[src/hw/noc_arbiter_pkg.sv]
`default_nettype none

package noc_arbiter_pkg;

	// --------------------
	// Router geometry
	// --------------------

	localparam int NUM_PORTS = 5;
	localparam int ADDR_W = 8;
	localparam int COORD_W = 4;

	// Value doubles as the index into grant and request vectors
	typedef enum logic [2:0] {
		P_N    = 3'd0,
		P_S    = 3'd1,
		P_W    = 3'd2,
		P_E    = 3'd3,
		P_L    = 3'd4,
		P_NONE = 3'd7
	} port_e;

	// --------------------
	// YX routing
	// --------------------

	// Y is resolved first, then X, and a full match ejects to the local port
	function automatic port_e yx_route(
		input logic [ADDR_W-1:0] hdr_addr,
		input logic [ADDR_W-1:0] router_addr
	);
		logic [COORD_W-1:0] dst_y;
		logic [COORD_W-1:0] dst_x;
		logic [COORD_W-1:0] cur_y;
		logic [COORD_W-1:0] cur_x;
		dst_y = hdr_addr[ADDR_W-1 -: COORD_W];
		dst_x = hdr_addr[COORD_W-1:0];
		cur_y = router_addr[ADDR_W-1 -: COORD_W];
		cur_x = router_addr[COORD_W-1:0];
		if (dst_y != cur_y) begin
			return (dst_y > cur_y) ? P_N : P_S;
		end
		if (dst_x != cur_x) begin
			return (dst_x > cur_x) ? P_E : P_W;
		end
		return P_L;
	endfunction

endpackage

`default_nettype wire

[src/hw/nexthop_if.sv]
`default_nettype none

// Next-hop port of every input, as held in the route stage registers
interface nexthop_if;

	import noc_arbiter_pkg::*;

	// Indexed by input port
	port_e hop [NUM_PORTS];

	modport producer (
		output hop
	);

	modport consumer (
		input hop
	);

endinterface

`default_nettype wire

[src/hw/noc_arbiter.sv]
`default_nettype none

module noc_arbiter (
	input  logic                                 clk,
	input  logic                                 arst_n_i,
	input  logic [noc_arbiter_pkg::ADDR_W-1:0]    router_addr_i,

	input  logic [noc_arbiter_pkg::ADDR_W-1:0]    hdr_n_i,
	input  logic [noc_arbiter_pkg::ADDR_W-1:0]    hdr_s_i,
	input  logic [noc_arbiter_pkg::ADDR_W-1:0]    hdr_w_i,
	input  logic [noc_arbiter_pkg::ADDR_W-1:0]    hdr_e_i,
	input  logic [noc_arbiter_pkg::ADDR_W-1:0]    hdr_l_i,

	input  logic                                 nhr_write_n_i,
	input  logic                                 nhr_write_s_i,
	input  logic                                 nhr_write_w_i,
	input  logic                                 nhr_write_e_i,
	input  logic                                 nhr_write_l_i,

	input  logic                                 change_order_n_i,
	input  logic                                 change_order_s_i,
	input  logic                                 change_order_w_i,
	input  logic                                 change_order_e_i,
	input  logic                                 change_order_l_i,

	output logic [noc_arbiter_pkg::NUM_PORTS-1:0] grant_n_o,
	output logic [noc_arbiter_pkg::NUM_PORTS-1:0] grant_s_o,
	output logic [noc_arbiter_pkg::NUM_PORTS-1:0] grant_w_o,
	output logic [noc_arbiter_pkg::NUM_PORTS-1:0] grant_e_o,
	output logic [noc_arbiter_pkg::NUM_PORTS-1:0] grant_l_o,

	output logic                                 to_cs_n_o,
	output logic                                 to_cs_s_o,
	output logic                                 to_cs_w_o,
	output logic                                 to_cs_e_o,
	output logic                                 to_cs_l_o
);

	import noc_arbiter_pkg::*;

	logic [ADDR_W-1:0]    hdr [NUM_PORTS];
	logic [NUM_PORTS-1:0] nhr_write;

	nexthop_if nh_if ();

	// --------------------
	// Route stage
	// --------------------

	// Vectors are indexed by the port enum value
	assign hdr[P_N] = hdr_n_i;
	assign hdr[P_S] = hdr_s_i;
	assign hdr[P_W] = hdr_w_i;
	assign hdr[P_E] = hdr_e_i;
	assign hdr[P_L] = hdr_l_i;

	assign nhr_write = {nhr_write_l_i, nhr_write_e_i, nhr_write_w_i, nhr_write_s_i, nhr_write_n_i};

	route_stage u_route (
		.clk           (clk),
		.arst_n_i      (arst_n_i),
		.router_addr_i (router_addr_i),
		.hdr_i         (hdr),
		.write_i       (nhr_write),
		.nh            (nh_if.producer)
	);

	// --------------------
	// Output arbiters
	// --------------------

	rr_output_arbiter #(.OWN_PORT(P_N)) u_arb_n (
		.clk            (clk),
		.arst_n_i       (arst_n_i),
		.nh             (nh_if.consumer),
		.change_order_i (change_order_n_i),
		.grant_o        (grant_n_o),
		.to_cs_o        (to_cs_n_o)
	);

	rr_output_arbiter #(.OWN_PORT(P_S)) u_arb_s (
		.clk            (clk),
		.arst_n_i       (arst_n_i),
		.nh             (nh_if.consumer),
		.change_order_i (change_order_s_i),
		.grant_o        (grant_s_o),
		.to_cs_o        (to_cs_s_o)
	);

	rr_output_arbiter #(.OWN_PORT(P_W)) u_arb_w (
		.clk            (clk),
		.arst_n_i       (arst_n_i),
		.nh             (nh_if.consumer),
		.change_order_i (change_order_w_i),
		.grant_o        (grant_w_o),
		.to_cs_o        (to_cs_w_o)
	);

	rr_output_arbiter #(.OWN_PORT(P_E)) u_arb_e (
		.clk            (clk),
		.arst_n_i       (arst_n_i),
		.nh             (nh_if.consumer),
		.change_order_i (change_order_e_i),
		.grant_o        (grant_e_o),
		.to_cs_o        (to_cs_e_o)
	);

	rr_output_arbiter #(.OWN_PORT(P_L)) u_arb_l (
		.clk            (clk),
		.arst_n_i       (arst_n_i),
		.nh             (nh_if.consumer),
		.change_order_i (change_order_l_i),
		.grant_o        (grant_l_o),
		.to_cs_o        (to_cs_l_o)
	);

endmodule

`default_nettype wire

[src/hw/route_stage.sv]
`default_nettype none

module route_stage (
	input  logic                              clk,
	input  logic                              arst_n_i,
	input  logic [noc_arbiter_pkg::ADDR_W-1:0] router_addr_i,
	input  logic [noc_arbiter_pkg::ADDR_W-1:0] hdr_i [noc_arbiter_pkg::NUM_PORTS],
	input  logic [noc_arbiter_pkg::NUM_PORTS-1:0] write_i,
	nexthop_if.producer                       nh
);

	import noc_arbiter_pkg::*;

	port_e hop_q [NUM_PORTS];

	// --------------------
	// Next-hop registers
	// --------------------

	// A register keeps its hop until the next write on that input
	always_ff @(posedge clk or negedge arst_n_i) begin
		if (!arst_n_i) begin
			for (int i = 0; i < NUM_PORTS; i++) begin
				hop_q[i] <= P_NONE;
			end
		end else begin
			for (int i = 0; i < NUM_PORTS; i++) begin
				if (write_i[i]) begin
					hop_q[i] <= yx_route(hdr_i[i], router_addr_i);
				end
			end
		end
	end

	assign nh.hop = hop_q;

	// --------------------
	// Checks
	// --------------------

	for (genvar i = 0; i < NUM_PORTS; i++) begin : g_chk
		// Once written, an input always names a real output port
		a_written_not_none: assert property (
			@(posedge clk) disable iff (!arst_n_i)
			write_i[i] |=> (nh.hop[i] != P_NONE)
		) else $error("route_stage: input %0d holds P_NONE after a write", i);
	end

endmodule

`default_nettype wire

[src/hw/rr_output_arbiter.sv]
`default_nettype none

module rr_output_arbiter #(
	parameter noc_arbiter_pkg::port_e OWN_PORT = noc_arbiter_pkg::P_N
) (
	input  logic                                 clk,
	input  logic                                 arst_n_i,
	nexthop_if.consumer                          nh,
	input  logic                                 change_order_i,
	output logic [noc_arbiter_pkg::NUM_PORTS-1:0] grant_o,
	output logic                                 to_cs_o
);

	import noc_arbiter_pkg::*;

	localparam int PTR_W = $clog2(NUM_PORTS);

	logic [NUM_PORTS-1:0] req;
	logic [PTR_W-1:0]     ptr_q;
	logic [PTR_W-1:0]     win_idx;
	logic                 win_vld;

	// --------------------
	// Requests
	// --------------------

	// An input asks for this output when its next hop names it and it is not a U-turn
	for (genvar i = 0; i < NUM_PORTS; i++) begin : g_req
		if (i == int'(OWN_PORT)) begin : g_own
			assign req[i] = 1'b0;
		end else begin : g_other
			assign req[i] = (nh.hop[i] == OWN_PORT);
		end

		// A granted input must still point at this output in the route stage
		a_grant_has_hop: assert property (
			@(posedge clk) disable iff (!arst_n_i)
			grant_o[i] |-> (nh.hop[i] == OWN_PORT)
		) else $error("arbiter %0d: grant to input %0d without a request", OWN_PORT, i);
	end

	// --------------------
	// Round-robin search
	// --------------------

	// The first requester at or after the pointer wins and the search wraps past the last port
	always_comb begin
		int idx;
		win_vld = 1'b0;
		win_idx = ptr_q;
		for (int k = 0; k < NUM_PORTS; k++) begin
			idx = int'(ptr_q) + k;
			if (idx >= NUM_PORTS) begin
				idx = idx - NUM_PORTS;
			end
			if (!win_vld && req[idx]) begin
				win_vld = 1'b1;
				win_idx = PTR_W'(idx);
			end
		end
	end

	assign grant_o = win_vld ? (NUM_PORTS'(1) << win_idx) : '0;
	assign to_cs_o = win_vld;

	// Pointer moves one past the current winner
	// A pulse without a winner is ignored
	always_ff @(posedge clk or negedge arst_n_i) begin
		if (!arst_n_i) begin
			ptr_q <= '0;
		end else if (change_order_i && win_vld) begin
			if (win_idx == PTR_W'(NUM_PORTS - 1)) begin
				ptr_q <= '0;
			end else begin
				ptr_q <= win_idx + 1'b1;
			end
		end
	end

	// --------------------
	// Checks
	// --------------------

	a_grant_onehot0: assert property (
		@(posedge clk) disable iff (!arst_n_i)
		$onehot0(grant_o)
	) else $error("arbiter %0d: more than one grant", OWN_PORT);

	a_no_uturn: assert property (
		@(posedge clk) disable iff (!arst_n_i)
		!grant_o[OWN_PORT]
	) else $error("arbiter %0d: own port granted", OWN_PORT);

endmodule

`default_nettype wire

[config.mk]
export PLATFORM = sky130hd
export DESIGN_NAME = noc_arbiter
export DESIGN_NICKNAME = d
export VERILOG_FILES = /design/src/hw/noc_arbiter_pkg.sv /design/src/hw/nexthop_if.sv /design/src/hw/noc_arbiter.sv /design/src/hw/route_stage.sv /design/src/hw/rr_output_arbiter.sv
export SDC_FILE = /design/constraint.sdc
export NUM_CORES = 1
export LEC_CHECK = 0
export BUFFER_PORTS_ARGS = -buffer_cell sky130_fd_sc_hd__buf_4
export CORE_ASPECT_RATIO = 1.75
export CORE_MARGIN = 4
export CORE_UTILIZATION = 25
export CTS_CLUSTER_DIAMETER = 40
export DETAILED_ROUTE_END_ITERATION = 8
export GPL_ROUTABILITY_DRIVEN = 0
export GPL_TIMING_DRIVEN = 0
export PLACE_DENSITY_LB_ADDON = 0.1
export SYNTH_ARGS = -nofsm -noshare
export SYNTH_HDL_FRONTEND = slang
export SYNTH_SLANG_ARGS = --single-unit
[constraint.sdc]
create_clock -name clk -period 11.8 [get_ports clk]
set_input_delay 0.59 -clock clk [delete_from_list [all_inputs] [get_ports clk]]
set_output_delay 0.59 -clock clk [all_outputs]
set_load 0.02 [all_outputs]
# Yosys cells after proc, flatten, opt, wreduce, memory -nomap -nowiden
# Index checks and enable logic that the tools add are counted.
# totals
in_bits	60
regBits	30
output_inout_bits	30
# op_classes
order_cmp	60
add_sub_neg	50
n_eq_ne	31
reduce_logical	49
mux	215
shift	5
# op_table
cell	n
$lt A32 B5 Y1 const B	25
$mux W32	25
$ge A32 B4 Y1 const B	20
$sub A32 B4 Y32 const B	20
$mux W3	50
$mux W1	110
$bmux W1 S3	25
$add A3 B2 Y4 const B	10
$gt A4 B4 Y1	10
$ne A4 B4 Y1	10
$eq A3 B3 Y1 const B	9
$logic_and A1 B1 Y1	25
$mux W5	5
$shl A1 B3 Y5 const A	5
$eq A3 B2 Y1 const B	8
$add A3 B1 Y4 const B	5
$add A3 B3 Y4 const B	5
$logic_not A1 Y1	20
$sub A3 B3 Y4 const B	5
$add A3 B1 Y3 const B	5
$ge A3 B3 Y1 const B	5
$eq A3 B1 Y1 const B	4
$logic_not A3 Y1	4

# Logic depth before layout (Yosys ltp)
# logic_depth
word_depth	20
ltp_mapped	18
mapped_depth_nobuf	17

# By module
# Synthesis repeated with hierarchy kept, for this count alone.
# unflattened
hier_cells	1028
area_unflattened_um2	8275.4
# by_module_without_submodules
module	area_each_um2	seq_area_each_um2	instances	cells_per_inst
route_stage	1514.0	394.1	1	160
rr_output_arbiter (u_arb_n)	1423.9	75.1	1	183
rr_output_arbiter (u_arb_s)	1422.6	75.1	1	192
rr_output_arbiter (u_arb_w)	1340.0	75.1	1	176
rr_output_arbiter (u_arb_l)	1295.0	75.1	1	155
rr_output_arbiter (u_arb_e)	1280.0	75.1	1	162

# Worst setup path after synthesis
# No wires, ideal clock.
# synth_timing
path_type	flip-flop to output port
startpoint	register u_arb_l.ptr_q[0]
endpoint	output grant_l_o[3] (netlist bit)
path_buffers	1
stages_incl_launch_ff	17
required_ns	11.210
t_arrival_ns	3.859
path_slack_ns	7.351
path_cell_list	dfrtp_1 -> buf_1 -> inv_1 -> ha_1 -> inv_1 -> fa_1 -> a21oi_1 -> mux2i_1 -> mux4_2 -> a22oi_1 -> o21ai_0 -> a221o_1 -> o31ai_1 -> o21ba_2 -> ha_1 -> ha_1 -> and2_1
# synth_between
elab_chain_cells	20
elab_cells_between_ends	54
# synth_lines
item	line_no	source
start, declared	rr_output_arbiter.sv:19	logic [PTR_W-1:0] ptr_q;
start signal, assigned	rr_output_arbiter.sv:75	ptr_q <= win_idx + 1'b1;
parallel branches: the longest is 19 deep, another holds $sub A32 B4 Y32	--	
$mux W5 (*)	rr_output_arbiter.sv:63	assign grant_o = win_vld ? (NUM_PORTS'(1) << win_idx) : '0;
end, declared	noc_arbiter.sv:30	output logic [noc_arbiter_pkg::NUM_PORTS-1:0] grant_l_o,
# Mark *: on every way between the ends. The select of a mux whose other input is x is not followed.

# Worst setup path after layout
# Ends and elaborated chain as after synthesis.

==> summary.txt <==
Status = completed
Required @ worst endpoint = 11.21 ns
# setup viols final = 0
Routed len/inst = 18.48 um
Via/cell ratio = 5.232
#FFs+latches synth = 30
RSZ-0062 raised after global routing = false
Die width = 138.3 um
CTS Buf Count = 5
Starting Density = 25.35%
Syn Nets = 1,116
Vias in the first global route = 7,759
Max transition margin = 26.23%
Pre-antenna DRT Iters = 5
CTS H-tree lvls = 2
Crit path kind = reg -> out
Post-CTS Setup Inserts = 0
Storage element area = 769.5 sq um
Max-Cap Viols = 0
Total global-route track usage = 15.75%
Asr flop ratio synth = 100.0%
Area contributors post-synth = ha_1 (18%), dfstp_2 (5.3%), dfrtp_1 (5.1%)
Final Max Tran Viols = 0
# nets final = 1,211
Final antenna-violating net count = 0
Detail Placement HPWL = 22,110 um
Core area = 0.02929 sq mm
CP endpoint kind = output pin
Worst Path Max Fanout = 10
Initial antenna violation count = 0
Largest net degree at the start of global routing = 31
Flop2flop setup slack = 7.02 ns
CTS tree = done
Root buffer cell = clkbuf_16
Final Hold Violating Endpoints = 0
Setup_tns = 0 ns
Syn avg cell area = 7.847 sq um
Register area share after synthesis = 10.37%
Area Growth Syn to Fin = 17.63%
Fin crit period = 5.590 ns
Worst Path Arrival = 5.00 ns
Ratio of cells with drive above 1 in the final layout = 18.14%
Clock Path Buffers = 2
Warnings from Yosys = 0
Yosys cell types = 99
Hold Crit Class = in -> async
First-pass GRT wire length = 41,790 um
Clk_lat worst skew = 0.30 ns
Clock Sinks = 30
Fillers = 3,292
# IOs = 90
Worst Clk Skew = 0.01206 ns
Routed via count = 7,451
Die Ht = 236.0 um
PortBufs = 88
Fmax = 178.9 MHz
Number of synthesized flops with an enable pin = 0
Worst-path clk slew = 0.07 ns
Drt initial violations = 316
Share of the synthesized area in the top cell type = 17.70%
Final WL = 26,310 um
Total gr overflow = 0
Main synth FF type = dfstp_2
Rows = 83
Worst Max-Slew Pin Slew = 1.098 ns
Synthesized instance count = 946
Final period util = 47.37%
PostCTS Resize Cnt = 0
Cts hold-fix bufs = 0
Worst Setup Start Kind = flip-flop
Cell area after synthesis = 0.007423 sq mm
Multi-input gate area = 0.006223 sq mm
DRC Markers = 0
Largest area contributor in the netlist = ha_1
Antenna Diode Count = 0
DIE AREA = 0.03262 sq mm
[cell usage in the layout (no fill, tap or decap), types with 7 or more instances in the layout]
| cell type | instances |
|---|---|
| nand2b_1 | 24 |
| nor3_1 | 19 |
| nand2_1 | 44 |
| buf_4 | 91 |
| o32ai_1 | 8 |
| dfrtp_1 | 15 |
| and3b_1 | 7 |
| and2_1 | 29 |
| nand4_1 | 10 |
| nand3_1 | 24 |
| nor2_1 | 66 |
| o22ai_1 | 20 |
| a21oi_1 | 57 |
| buf_2 | 11 |
| nor3b_1 | 9 |
| o211ai_1 | 7 |
| mux2i_1 | 26 |
| a21o_1 | 15 |
| inv_1 | 69 |
| and3_1 | 16 |
| nor2b_1 | 34 |
| a31oi_1 | 10 |
| ha_1 | 105 |
| a211o_1 | 7 |
| o21ai_0 | 41 |
| a221oi_1 | 10 |
| mux2_2 | 14 |
| a211oi_1 | 15 |
| or2_2 | 8 |
| xnor2_1 | 24 |
| nand3b_1 | 8 |
| dfstp_2 | 15 |
| clkbuf_1 | 14 |
[sequential cells by signal (all words and copies together), names as in the netlist]
| signal | count |
|---|---|
| u_route.nh.hop | 15 |
| u_arb_e.ptr_q | 3 |
| u_arb_l.ptr_q | 3 |
| u_arb_n.ptr_q | 3 |
| u_arb_s.ptr_q | 3 |
| u_arb_w.ptr_q | 3 |
[layer usage]
layer  vias to the layer above  part of all wire [%]  GRT usage (%)
li1                       3731                     -              -
met1                      3517                    36          15.31
met2                       155                    58          32.75
met3                        48                   2.8          1.805
met4                         0                   3.6          6.203
met5                         -                     0              0
[cell usage after synthesis, types with 7 or more instances]
cell      number
nor2b_1       34
o32ai_1        8
a221oi_1      10
buf_2         11
and3b_1        7
nand2_1       44
o21ai_0       41
a21oi_1       57
nand4_1       10
a21o_1        15
a211o_1        7
a31oi_1       10
dfstp_2       15
nor2_1        66
mux2_2        14
nor3_1        19
dfrtp_1       15
o211ai_1       7
inv_1         69
nand3_1       24
nand2b_1      24
or2_2          8
a211oi_1      15
ha_1         105
nand3b_1       8
xnor2_1       24
and3_1        16
clkbuf_1      14
and2_1        29
o22ai_1       20
nor3b_1        9
mux2i_1       26
[through the flow]
stage / instances / worst slack, ns / hold slack, ns / util [%] / area (sq um)
floorplan: 946 / 7.351 / 0.2944 / - / 7423
CTS: 1424 / 6.193 / 0.2510 / 29.82 / 8732
finish: 1424 / 6.210 / 0.2321 / 29.82 / 8732
global route: 1424 / 5.958 / 0.2703 / 29.82 / 8732
global placement: 1416 / 6.592 / 0.5370 / 29.24 / 8562
detailed placement: 1416 / 6.558 / 0.5343 / 29.24 / 8562
[critical path: stages (launching register included)]
cell	delay, ns
dfrtp_1	0.52
buf_1	0.48
inv_1	0.29
ha_1	0.30
ha_1	0.37
a21boi_2	0.37
mux2i_1	0.13
mux2_2	0.32
a211oi_1	0.42
and4_1	0.34
a221o_1	0.17
o31ai_1	0.10
o21ba_2	0.22
ha_1	0.19
ha_1	0.18
and2_1	0.13
buf_4	0.15
[cell type report]
cell class,instances,share of cell area (%)
clock inverter,3,0.5158
inverter,74,3.181
buffer,32,1.748
clock buffer,5,1.433
tap,382,5.474
timing repair buffer,88,7.566
sequential,30,8.812
multi-input combinational,810,71.27
[logic make-up after synthesis]
family / synth area share, %
adders and majority gates: 19.05
muxes: 8.309
DFF: 10.37
buffers and inverters: 5.798
other: 0.05052
and+or+nand+nor: 25.92
xor gates and xnor gates: 3.186
AOI/OAI and AO/OA: 27.32
[final timing paths]
| kind | start | cells after the start | to |
|---|---|---|---|
| min in group clk | nhr_write_e_i | 2 | u_route.nh.hop[3] |
| max in group asynchronous | arst_n_i | 1 | u_route.nh.hop[4] |
| worst max register to register | u_arb_w.ptr_q[1] | 16 | u_arb_w.ptr_q[2] |
| worst max-delay path | u_arb_l.ptr_q[0] | 16 | grant_l_o[3] |
| worst min-delay path | arst_n_i | 1 | u_arb_l.ptr_q[2] |
| worst min register to register | u_route.nh.hop[3] | 2 | u_route.nh.hop[3] |
Power is not shown: default switching activity piles up to over one toggle a cycle in this logic, so the estimate is an artifact.
